## src/source/mem_uart_pkg.sv

```systemverilog
package mem_uart_pkg;

	////////////////////////////////////////
	// Bus widths
	////////////////////////////////////////
	localparam int ADDR_W = 16;
	localparam int DATA_W = 16;
	localparam int TAG_W = 32;

	// UART ports in the address map
	localparam logic [ADDR_W-1:0] UART_DATA_ADDR = 16'hBF00;
	localparam logic [ADDR_W-1:0] UART_STAT_ADDR = 16'hBF01;

	// One step every STEP_DIV clocks
	localparam int STEP_DIV = 4;
	localparam int STEP_W = 2;

	localparam int RXQ_DEPTH = 16;
	localparam int RXQ_PTR_W = 4;

	////////////////////////////////////////
	// Controller states
	////////////////////////////////////////
	typedef enum logic [4:0] {
		IDLE,
		RAM_RD1, RAM_RD2, RAM_RD3,
		RAM_WR1, RAM_WR2, RAM_WR3,
		TX1, TX2, TX3, TX4, TX5,
		RX1, RX2, RX3, RX4,
		POP1, POP2,
		STAT
	} ctrl_state_t;

endpackage

```

## src/source/rx_byte_queue.sv

```systemverilog
`timescale 1ns/1ps

module rx_byte_queue (
	input logic clk,
	input logic rst,
	input logic push_en,
	input logic [7:0] push_data,
	input logic pop_en,
	output logic [7:0] front_data,
	output logic not_empty
);
	import mem_uart_pkg::*;

	logic [7:0] mem [RXQ_DEPTH];
	logic [RXQ_PTR_W-1:0] head;
	logic [RXQ_PTR_W-1:0] tail;
	logic [RXQ_PTR_W:0] count;
	logic full;
	logic do_push;
	logic do_pop;

	assign full = (count == (RXQ_PTR_W+1)'(RXQ_DEPTH));
	assign not_empty = (count != '0);
	// Byte dropped when full
	assign do_push = push_en && !full;
	assign do_pop = pop_en && not_empty;
	assign front_data = mem[head];

	always_ff @(posedge clk) begin
		if (do_push) begin
			mem[tail] <= push_data;
		end
	end

	always_ff @(posedge clk or negedge rst) begin
		if (!rst) begin
			head <= '0;
			tail <= '0;
			count <= '0;
		end else begin
			if (do_push) begin
				tail <= tail + 1'b1;
			end
			if (do_pop) begin
				head <= head + 1'b1;
			end
			case ({do_push, do_pop})
				2'b10: count <= count + 1'b1;
				2'b01: count <= count - 1'b1;
				default: count <= count;
			endcase
		end
	end

	a_no_push_full: assert property (@(posedge clk) disable iff (!rst) push_en |-> !full);
	a_no_pop_empty: assert property (@(posedge clk) disable iff (!rst) pop_en |-> not_empty);

endmodule

```

## src/source/mem_uart_ctrl.sv

```systemverilog
`timescale 1ns/1ps

module mem_uart_ctrl (
	input logic clk,
	input logic rst,

	input logic req_valid,
	input logic req_rd,
	input logic req_wr,
	input logic [mem_uart_pkg::ADDR_W-1:0] req_addr,
	input logic [mem_uart_pkg::DATA_W-1:0] req_wdata,
	input logic [mem_uart_pkg::TAG_W-1:0] req_tag,
	output logic done,
	output logic [mem_uart_pkg::DATA_W-1:0] rdata,

	output logic [mem_uart_pkg::ADDR_W-1:0] sram_addr,
	output logic sram_en_n,
	output logic sram_oe_n,
	output logic sram_we_n,
	output logic bus_drive,
	output logic [mem_uart_pkg::DATA_W-1:0] bus_out,
	input logic [mem_uart_pkg::DATA_W-1:0] bus_in,

	output logic uart_rdn,
	output logic uart_wrn,
	input logic uart_data_ready,
	input logic uart_tbre,
	input logic uart_tsre,

	output logic push_en,
	output logic [7:0] push_data,
	output logic pop_en,
	input logic [7:0] front_data,
	input logic not_empty
);
	import mem_uart_pkg::*;

	logic [STEP_W-1:0] step_cnt;
	logic step_tick;
	ctrl_state_t state;
	ctrl_state_t next_state;
	logic new_req;
	logic finish;
	logic [TAG_W-1:0] last_tag;
	logic done_flag;

	// Pin values for a state, as {en_n, oe_n, we_n, rdn, wrn, drive}
	function automatic logic [5:0] state_strobes(ctrl_state_t s);
		logic [5:0] r;
		r = 6'b111110;
		case (s)
			RAM_RD1: r = 6'b011110;
			RAM_RD2, RAM_RD3: r = 6'b001110;
			RAM_WR1: r = 6'b011111;
			RAM_WR2, RAM_WR3: r = 6'b010111;
			TX1, TX2: r = 6'b111101;
			TX3, TX4, TX5: r = 6'b111111;
			RX2, RX3: r = 6'b111010;
			default: r = 6'b111110;
		endcase
		return r;
	endfunction

	assign sram_addr = req_addr;
	assign bus_out = req_wdata;
	assign step_tick = (step_cnt == STEP_W'(STEP_DIV - 1));
	assign new_req = req_valid && (req_tag != last_tag);
	assign finish = state inside {RAM_RD3, RAM_WR3, TX5, POP2, STAT};
	assign done = done_flag && (last_tag == req_tag);

	// Queue side strobes
	assign push_en = step_tick && (state == RX3);
	assign push_data = bus_in[7:0];
	assign pop_en = step_tick && (state == POP2) && not_empty;

	always_ff @(posedge clk or negedge rst) begin
		if (!rst) begin
			step_cnt <= '0;
		end else if (step_tick) begin
			step_cnt <= '0;
		end else begin
			step_cnt <= step_cnt + 1'b1;
		end
	end

	////////////////////////////////////////
	// Next state
	////////////////////////////////////////
	always_comb begin
		next_state = state;
		case (state)
			IDLE: begin
				// Incoming UART byte wins over the CPU
				if (uart_data_ready) begin
					next_state = RX1;
				end else if (new_req) begin
					if (req_addr == UART_DATA_ADDR) begin
						if (req_wr) begin
							next_state = TX1;
						end else if (req_rd) begin
							next_state = POP1;
						end
					end else if (req_addr == UART_STAT_ADDR) begin
						next_state = STAT;
					end else if (req_wr) begin
						next_state = RAM_WR1;
					end else if (req_rd) begin
						next_state = RAM_RD1;
					end
				end
			end
			RAM_RD1: next_state = RAM_RD2;
			RAM_RD2: next_state = RAM_RD3;
			RAM_WR1: next_state = RAM_WR2;
			RAM_WR2: next_state = RAM_WR3;
			TX1: next_state = TX2;
			TX2: next_state = TX3;
			TX3: begin
				if (uart_tbre) begin
					next_state = TX4;
				end
			end
			TX4: begin
				if (uart_tsre) begin
					next_state = TX5;
				end
			end
			RX1: next_state = RX2;
			RX2: next_state = RX3;
			RX3: next_state = RX4;
			POP1: next_state = POP2;
			default: next_state = IDLE;
		endcase
	end

	////////////////////////////////////////
	// State, pins and completion
	////////////////////////////////////////
	always_ff @(posedge clk or negedge rst) begin
		if (!rst) begin
			state <= IDLE;
			{sram_en_n, sram_oe_n, sram_we_n, uart_rdn, uart_wrn, bus_drive} <= 6'b111110;
			last_tag <= '1;
			done_flag <= 1'b0;
		end else if (step_tick) begin
			state <= next_state;
			{sram_en_n, sram_oe_n, sram_we_n, uart_rdn, uart_wrn, bus_drive} <=
				state_strobes(next_state);
			if (state == IDLE && next_state != IDLE && next_state != RX1) begin
				done_flag <= 1'b0;
			end
			if (finish) begin
				last_tag <= req_tag;
				done_flag <= 1'b1;
			end
		end
	end

	// Read result
	always_ff @(posedge clk) begin
		if (step_tick) begin
			case (state)
				RAM_RD3: rdata <= bus_in;
				POP1: rdata <= not_empty ? {{(DATA_W-8){1'b0}}, front_data} : '0;
				STAT: begin
					if (req_rd) begin
						rdata <= {{(DATA_W-2){1'b0}}, uart_tbre & uart_tsre, not_empty};
					end
				end
				default: rdata <= rdata;
			endcase
		end
	end

	a_drive_vs_oe: assert property (@(posedge clk) disable iff (!rst)
		!(bus_drive && !sram_oe_n));
	a_uart_strobes: assert property (@(posedge clk) disable iff (!rst)
		!(!uart_rdn && !uart_wrn));

endmodule

```

## src/source/mem_uart_top.sv

```systemverilog
`timescale 1ns/1ps

module mem_uart_top (
	input logic clk,
	input logic rst,

	input logic req_valid,
	input logic req_rd,
	input logic req_wr,
	input logic [mem_uart_pkg::ADDR_W-1:0] req_addr,
	input logic [mem_uart_pkg::DATA_W-1:0] req_wdata,
	input logic [mem_uart_pkg::TAG_W-1:0] req_tag,
	output logic done,
	output logic [mem_uart_pkg::DATA_W-1:0] rdata,

	output logic [mem_uart_pkg::ADDR_W-1:0] sram_addr,
	output logic sram_en_n,
	output logic sram_oe_n,
	output logic sram_we_n,
	output logic bus_drive,
	output logic [mem_uart_pkg::DATA_W-1:0] bus_out,
	input logic [mem_uart_pkg::DATA_W-1:0] bus_in,

	output logic uart_rdn,
	output logic uart_wrn,
	input logic uart_data_ready,
	input logic uart_tbre,
	input logic uart_tsre
);

	logic push_en;
	logic [7:0] push_data;
	logic pop_en;
	logic [7:0] front_data;
	logic not_empty;

	mem_uart_ctrl i_ctrl (
		.clk(clk), .rst(rst),
		.req_valid(req_valid), .req_rd(req_rd), .req_wr(req_wr),
		.req_addr(req_addr), .req_wdata(req_wdata), .req_tag(req_tag),
		.done(done), .rdata(rdata),
		.sram_addr(sram_addr), .sram_en_n(sram_en_n),
		.sram_oe_n(sram_oe_n), .sram_we_n(sram_we_n),
		.bus_drive(bus_drive), .bus_out(bus_out), .bus_in(bus_in),
		.uart_rdn(uart_rdn), .uart_wrn(uart_wrn),
		.uart_data_ready(uart_data_ready), .uart_tbre(uart_tbre), .uart_tsre(uart_tsre),
		.push_en(push_en), .push_data(push_data), .pop_en(pop_en),
		.front_data(front_data), .not_empty(not_empty)
	);

	// Bytes fetched from the UART chip
	rx_byte_queue i_rxq (
		.clk(clk), .rst(rst),
		.push_en(push_en), .push_data(push_data), .pop_en(pop_en),
		.front_data(front_data), .not_empty(not_empty)
	);

endmodule

```

## config.mk

```make
export PLATFORM = sky130hd
export DESIGN_NAME = mem_uart_top
export DESIGN_NICKNAME = d
export VERILOG_FILES = /design/src/source/mem_uart_pkg.sv /design/src/source/rx_byte_queue.sv /design/src/source/mem_uart_ctrl.sv /design/src/source/mem_uart_top.sv
export SDC_FILE = /design/constraint.sdc
export NUM_CORES = 1
export LEC_CHECK = 0
export BUFFER_PORTS_ARGS = -buffer_cell sky130_fd_sc_hd__buf_2
export CAP_MARGIN = 10
export CORE_MARGIN = 2
export CORE_UTILIZATION = 52
export CTS_CLUSTER_DIAMETER = 30
export DETAILED_ROUTE_END_ITERATION = 10
export PLACE_DENSITY = 0.77
export REMOVE_ABC_BUFFERS = 1
export SYNTH_ARGS = -nofsm -noshare
export SYNTH_HDL_FRONTEND = slang
export SYNTH_HIERARCHICAL = 1
export SYNTH_SLANG_ARGS = --single-unit
```

## constraint.sdc

```tcl
create_clock -name clk -period 3 [get_ports clk]
set_input_delay 0 -clock clk [delete_from_list [all_inputs] [get_ports clk]]
set_output_delay 0 -clock clk [all_outputs]
set_load 0.05 [all_outputs]
```

## Word level (Yosys, flattened, before mapping)

Memories as Yosys holds them, arrays and structs flattened.
Index checks and enable logic that the tools add are counted.

- Bitwise logic cells: 1
- Muxes and demuxes: 21
- Equal/unequal tests: 27
- Add/subtract/negate cells: 5
- Reductions and logical operators: 20

Operators with widths:

| kind | count |
|---|---|
| 5-bit one-hot mux with 13 select lines | 1 |
| 5-bit two-way mux | 10 |
| 16-bit one-hot mux with 3 select lines | 1 |
| 5-bit by 4-bit == test with 1-bit output, second input constant | 7 |
| 16-bit == test, second input constant | 2 |
| 32-bit == test | 1 |
| 32-bit != test | 1 |
| 5-bit by 3-bit == test with 1-bit output, second input constant | 4 |
| 5-bit == test, second input constant | 4 |
| 16-bit two-way mux | 1 |
| 5-bit nonzero test | 3 |
| 5-bit by 2-bit == test with 1-bit output, second input constant | 2 |
| 5-bit one-hot mux with 2 select lines | 1 |
| 1-bit logical AND | 9 |
| 4-bit by 1-bit adder with 4-bit output, second input constant | 2 |
| 8-bit two-way mux | 1 |
| 6-bit two-way mux | 1 |
| 5-bit by 1-bit adder with 5-bit output, second input constant | 1 |
| 5-bit by 1-bit == test with 1-bit output, second input constant | 1 |
| 5-bit zero test | 1 |
| 5-bit by 4-bit != test with 1-bit output, second input constant | 1 |
| 5-bit by 1-bit subtractor with 5-bit output, second input constant | 1 |
| 2-bit == test, second input constant | 2 |
| 1-bit two-way mux | 4 |
| 10 further kinds | 12 |

- Memory bits (writable): 128
- Flip-flop bits (word level): 75
- Memories kept: 2
- Output and inout bits: 55
- Input bits: 88
- Memory bits (read-only): 96
- Logic and storage cells: 90

Memory list:

| memory | words | width | rd ports | clocked after memory_dff | write ports | RTL line | text |
|---|---|---|---|---|---|---|---|
| i_rxq.mem | 16 | 8 | 1 | 0 | 1 | rx_byte_queue.sv:14 | `logic [7:0] mem [RXQ_DEPTH];` |
| (name not given) | 16 | 6 | 1 | 0 | 0 | mem_uart_ctrl.sv:51 | `case (s)` |

## Logic depth before layout (Yosys ltp)

- Depth in word-level cells: 12
- Depth in mapped cells: 13
- Gate-level depth less buffers: 11

## Hierarchy

The synthesis kept the hierarchy.

By module, submodules not included:

| module | cells each | sequential area each (um^2) | times used | area each (um^2) |
|---|---|---|---|---|
| rx_byte_queue | 318 | 4169.0 | 1 | 5753.0 |
| mem_uart_ctrl | 341 | 1677.9 | 1 | 3687.3 |

## Worst setup path after synthesis

OpenSTA, ideal clock, no wires.

- Path kind: register -> register
- Start: register i_ctrl.step_cnt[0]
- End: register i_rxq.count[4]
- Clock period less this slack: 3.133 ns
- Setup slack: -0.133 ns
- Required time: 2.920 ns
- Cell stages (with the launch flop): 14
- Library setup time: 0.080 ns
- Data arrival time: 3.054 ns
- Path through: dfrtp_1 > ha_1 > clkbuf_1 > clkbuf_1 > nand2_1 > nor3_1 > a21boi_2 > inv_1 > ha_1 > fa_1 > a21o_1 > a21oi_1 > mux2i_1 > xnor2_1

- Elaborated cells between the ends (all ways): 10

RTL lines:

| what | RTL line | text |
|---|---|---|
| start: declaration | mem_uart_ctrl.sv:38 | `logic [STEP_W-1:0] step_cnt;` |
| start signal: assignment | mem_uart_ctrl.sv:82 | `step_cnt <= step_cnt + 1'b1;` |
| 2-bit == test (*) | mem_uart_ctrl.sv:66 | `assign step_tick = (step_cnt == STEP_W'(STEP_DIV - 1));` |
| 1-bit logical AND (*) | mem_uart_ctrl.sv:72 | `assign push_en = step_tick && (state == RX3);` |
| net push_en | mem_uart_top.sv:31 | `logic push_en;` |
| 1-bit logical AND (*) | rx_byte_queue.sv:25 | `assign do_push = push_en && !full;` |
| 2-bit by 1-bit == test with 1-bit output / 2-bit == test (equally long branches) | rx_byte_queue.sv:47 | `case ({do_push, do_pop})` |
| 5-bit one-hot mux with 2 select lines / 2-bit nonzero test (equally long branches) | n/a |  |
| end signal: assignment | rx_byte_queue.sv:48 | `2'b10: count <= count + 1'b1;` |
| end signal: assignment | rx_byte_queue.sv:49 | `2'b01: count <= count - 1'b1;` |
| end signal: assignment | rx_byte_queue.sv:50 | `default: count <= count;` |
| end: declaration | rx_byte_queue.sv:17 | `logic [RXQ_PTR_W:0] count;` |

Mark *: on every way through the listed nets, which the timed path passes. The rest lies on a longest branch.
A chain may end at the register's enable or synchronous reset.

## Worst setup path after layout

- Start: register i_rxq.count[2]
- End: register i_rxq.count[4]

- Word-level cells in the longest chain between the ends: 5
- Elaborated cells between the ends (all ways): 12

Ends and longest elaborated chain:

| what | RTL line | text |
|---|---|---|
| 5-bit nonzero test (*) | rx_byte_queue.sv:23 | `assign not_empty = (count != '0);` |
| net not_empty | mem_uart_top.sv:35 | `logic not_empty;` |
| 1-bit logical AND (*) | mem_uart_ctrl.sv:74 | `assign pop_en = step_tick && (state == POP2) && not_empty;` |
| net pop_en | mem_uart_top.sv:33 | `logic pop_en;` |
| 1-bit logical AND (*) | rx_byte_queue.sv:26 | `assign do_pop = pop_en && not_empty;` |
| net i_rxq.do_pop | rx_byte_queue.sv:20 | `logic do_pop;` |
| 2-bit by 1-bit == test with 1-bit output / 2-bit == test (equally long branches) | rx_byte_queue.sv:47 |  |
| 5-bit one-hot mux with 2 select lines / 2-bit nonzero test (equally long branches) | n/a |  |

Marked as above.

==> results.toml <==
[status]
status = "finished clean"

[die]
chipWidth_um = 138.7
dieHeight_um = 138.7
row_count = 49
io_pins = 143
dieArea_um2 = 19250
initial_utilization_pct = 52.73
core_area_um2 = 17900

[timing]
rsz0062_at_grt = "false"
fin_skew_ns = 0.02517
finalSetupViolations = 0
fin_ws_ns = 0.2253
hold_violations = 0
tightest_slew_ns = 0.8609
fmax_ghz = 0.3604
min_period_ns = 2.775
maxSlewViolCount = 0
fin_crit_sh_pct = 92.49
relSlewSlack_pct = 42.60

[worst_setup_path]
required_ns = 3.41
critPathCaptureType = "flip-flop"
slowest_stage = "dfrtp_1"
start_kind = "flip-flop"
cp_slowest_stage_delay_ns = 0.42
worstRegToRegCells = 11
timing.rr.end = "i_rxq/count[4]"
arrival_ns = 3.18
path_cells = "nor4_4 -> nand2_1 -> nor2b_1 -> and4_1 -> a21boi_1 -> ha_2 -> fa_2 -> a21o_1 -> a21oi_2 -> mux2i_1 -> xnor2_1"
crit_type = "flip-flop to flip-flop"
reg2reg_from = "i_rxq/count[2]"
crit_fanout = 6
reg2reg_slack_ns = 0.23

[placement]
gp_congestion = 0.9089
portBuffers = 110
dpl.hpwl_mm = 13.21
place_worst_setup_slack_ns = 0.04082

[grt]
grt_overflow = 0
antenna_found_initial = 0
grt_max_degree = 38
grt_first_pass_wirelength_mm = 33.67
grt_usage_pct = 22.25
first_global_vias = 6446

[pwr]
p_int_uw = 7033
netSwitchingFraction_pct = 25.34
p_per_area_nw_per_um2 = 800.2
power.leakage_uw = 0.004406
comb_power_share_pct = 16.9
vdd_drop_max_mv = 0.7450
switchingPower_uw = 2388
power_uw = 9421
seqPwrFrac_pct = 40.0
p_clk_share_pct = 43.1

[clock_tree]
clkTransAtPathRegs_ns = 0.04
cts_made_buffers = 34
clk_path_buf_depth = 3
insertion_delay_ns = 0.51
h-tree-depth = 2
tritoncts = "yes"
clock-sinks = 203
cts-root-buf = "clkbuf_16"

[route]
via_per_inst = 5.640
wl_per_cell_um = 19.85
drtAntennaViolNets = 0
dr.pass1.iters = 5
drt-total-wl_mm = 21.28
vias = 6046
drt-initial-drc-count = 416
drc_errors = 0

[logic_synthesis]
yosysWarnings = 6
synth-seq-area-share_pct = 61.94
synthAdderAreaFrac_pct = 2.200
synth_top_family_by_area = "multiplexers"
netlist_instances = 659
mappedNetlistArea_um2 = 9440
yosys.area_share.simple_pct = 7.396
ys_async_sr_fraction_pct = 29.06
yosysUniqueCellTypes = 69
synth_compound_area_share_pct = 7.091
syn_area_per_cell_um2 = 14.33
ys_ff_latch = 203
synth_edf_count = 144
synth_xor_area_share_pct = 3.897
synth_mux_area_share_pct = 11.61
ys.flop_type = "edfxtp_1"

[final_layout]
drive_gt1_share_pct = 36.18
fin_nets = 921
syn_to_final_growth_pct = 24.72
antenna_cells = 0
fillCellCount = 1238

[worst_hold_path]
min_path_cells = 0
hold_path_class = "input pin to output port"
worstHoldStart = "req_wdata[0]"
hold_end = "bus_out[0]"

[run]
maxCapViolCount = 0
==> cell usage in the layout (no fill, tap or decap), drive strengths merged, types with 3 or more instances in the layout <==
| master | Yosys | routed |
|---|---|---|
| a21boi | 4 | 4 |
| a21o | 5 | 5 |
| a21oi | 10 | 10 |
| a221oi | 16 | 16 |
| a22oi | 10 | 10 |
| a31o | 3 | 3 |
| a31oi | 6 | 6 |
| and2 | 9 | 9 |
| buf | 58 | 142 |
| bufinv | 0 | 7 |
| clkbuf | 13 | 46 |
| clkinv | 0 | 8 |
| dfrtp | 22 | 22 |
| dfstp | 37 | 37 |
| dlygate4sd3 | 0 | 51 |
| edfxtp | 144 | 144 |
| ha | 15 | 15 |
| inv | 13 | 14 |
| mux2 | 36 | 36 |
| mux2i | 33 | 33 |
| mux4 | 16 | 16 |
| nand2 | 45 | 45 |
| nand2b | 4 | 4 |
| nand3 | 3 | 3 |
| nand4 | 10 | 10 |
| nor2 | 30 | 30 |
| nor2b | 4 | 4 |
| nor3 | 10 | 10 |
| nor4 | 3 | 3 |
| o21ai | 27 | 27 |
| xnor2 | 40 | 40 |
==> worst max-delay path by stage <==
stage / startpoint / end / slack (ns) / cells after the start
final: i_rxq/count[2] / i_rxq/count[4] / 0.23 / 11
after global routing: i_ctrl/state[4] / i_rxq/count[4] / 0.01 / 10
after CTS: i_rxq/count[1] / i_rxq/count[4] / 0.02 / 11
after detailed placement: i_rxq/count[1] / i_rxq/count[4] / 0.04 / 11
after global placement: i_rxq/count[1] / i_rxq/count[4] / 0.20 / 11
after floorplan: i_rxq/head[0] / i_ctrl/rdata[1] / -0.20 / 5
==> cell usage after synthesis (9+ instances only) <==
library cell | instances | area [µm²]
edfxtp_1 | 144 | 4324
buf_4 | 45 | 337.8
nand2_1 | 45 | 168.9
xnor2_1 | 40 | 350.3
dfstp_2 | 37 | 972.2
mux2_2 | 36 | 405.4
mux2i_1 | 33 | 330.3
nor2_1 | 29 | 108.9
o21ai_0 | 26 | 130.1
dfrtp_1 | 22 | 550.5
mux4_2 | 16 | 360.4
a221oi_1 | 15 | 131.4
ha_1 | 15 | 187.7
inv_1 | 12 | 45.04
clkbuf_1 | 11 | 41.29
a22oi_1 | 10 | 75.07
nand4_1 | 10 | 62.56
nor3_1 | 9 | 45.04
==> critical path, delay by kind of cell, from the launching register on <==
kind                       cells  cell delay, ns
adders and majority gates      2            0.61
xor gates and xnor gates       1            0.13
AOI/OAI and AO/OA              3            0.49
DFF                            1            0.42
muxes                          1            0.24
and+or+nand+nor                4            0.80
==> cell families (layout without fill, tap and decap cells) <==
group / count (synthesis) / count (layout)
AND/OR/NAND/NOR: 135 / 135
AO/OA/AOI/OAI: 94 / 94
XOR/XNOR: 42 / 42
multiplexers: 85 / 85
adder cells (fa/ha/maj): 16 / 16
flip-flops: 203 / 203
buffers and inverters: 84 / 268
==> per-layer routing <==
| layer | GRT usage (%) | share of wire, % | vias to the layer above |
|---|---|---|---|
| met5 | 0 | 0 | - |
| met1 | 26.50 | 38 | 2980 |
| met3 | 5.525 | 7.2 | 51 |
| met2 | 39.06 | 52 | 264 |
| met4 | 8.825 | 3.0 | 0 |
| li1 | - | - | 2751 |
==> power by group through the flow <==
stage	registers, µW	logic, µW	clock network, µW
floorplan	3860	950	0
global placement	3760	1440	0
detailed placement	3800	1500	0
CTS	3760	1570	4110
global route	3820	1750	4250
finish	3770	1600	4060
==> area by class of cell <==
class	count	area, µm²	share of cell area [%]
clock buffer	46	927.1	7.875
clock inverter	16	281.5	2.391
inverter	13	48.80	0.4145
multi-input combinational	372	3065	26.04
sequential	203	5851	49.69
tap	229	286.5	2.434
timing repair buffer	193	1314	11.16
==> timing repair <==
action | 4_1_cts | 5_1_grt
resized for setup | 0 | 7
buffers inserted | 0 | 2
hold endpoints to repair | 193 | 0
hold buffers | 51 | 0
setup endpoints to repair | 0 | 3
==> sequential cells by signal, summed over array words and instances (netlist names) <==
signal / flops
i_ctrl/uart_wrn: 1
i_ctrl/sram_oe_n: 1
i_ctrl/sram_we_n: 1
i_ctrl/last_tag: 32
i_rxq/mem: 128
i_rxq/count: 5
i_ctrl/sram_en_n: 1
i_ctrl/done_flag: 1
i_ctrl/bus_drive: 1
i_ctrl/uart_rdn: 1
i_ctrl/state: 5
i_rxq/head: 4
i_rxq/tail: 4
i_ctrl/step_cnt: 2
i_ctrl/rdata: 16
==> per-stage QoR <==
stage          utilization (%)  hold WS, ns  cells  setup TNS (ns)  area (µm²)
2_1_floorplan                -      -0.2956    588          -1.023        8935
3_3_place_gp             55.92    0.0007869    957               0       10010
3_5_place_dp             55.92    0.0007869    957               0       10010
4_1_cts                  65.52    0.0007869   1070               0       11730
5_1_grt                  65.77    0.0003673   1072               0       11770
6_report                 65.77    0.0004131   1072               0       11770
(Power assumes the default switching activity.)
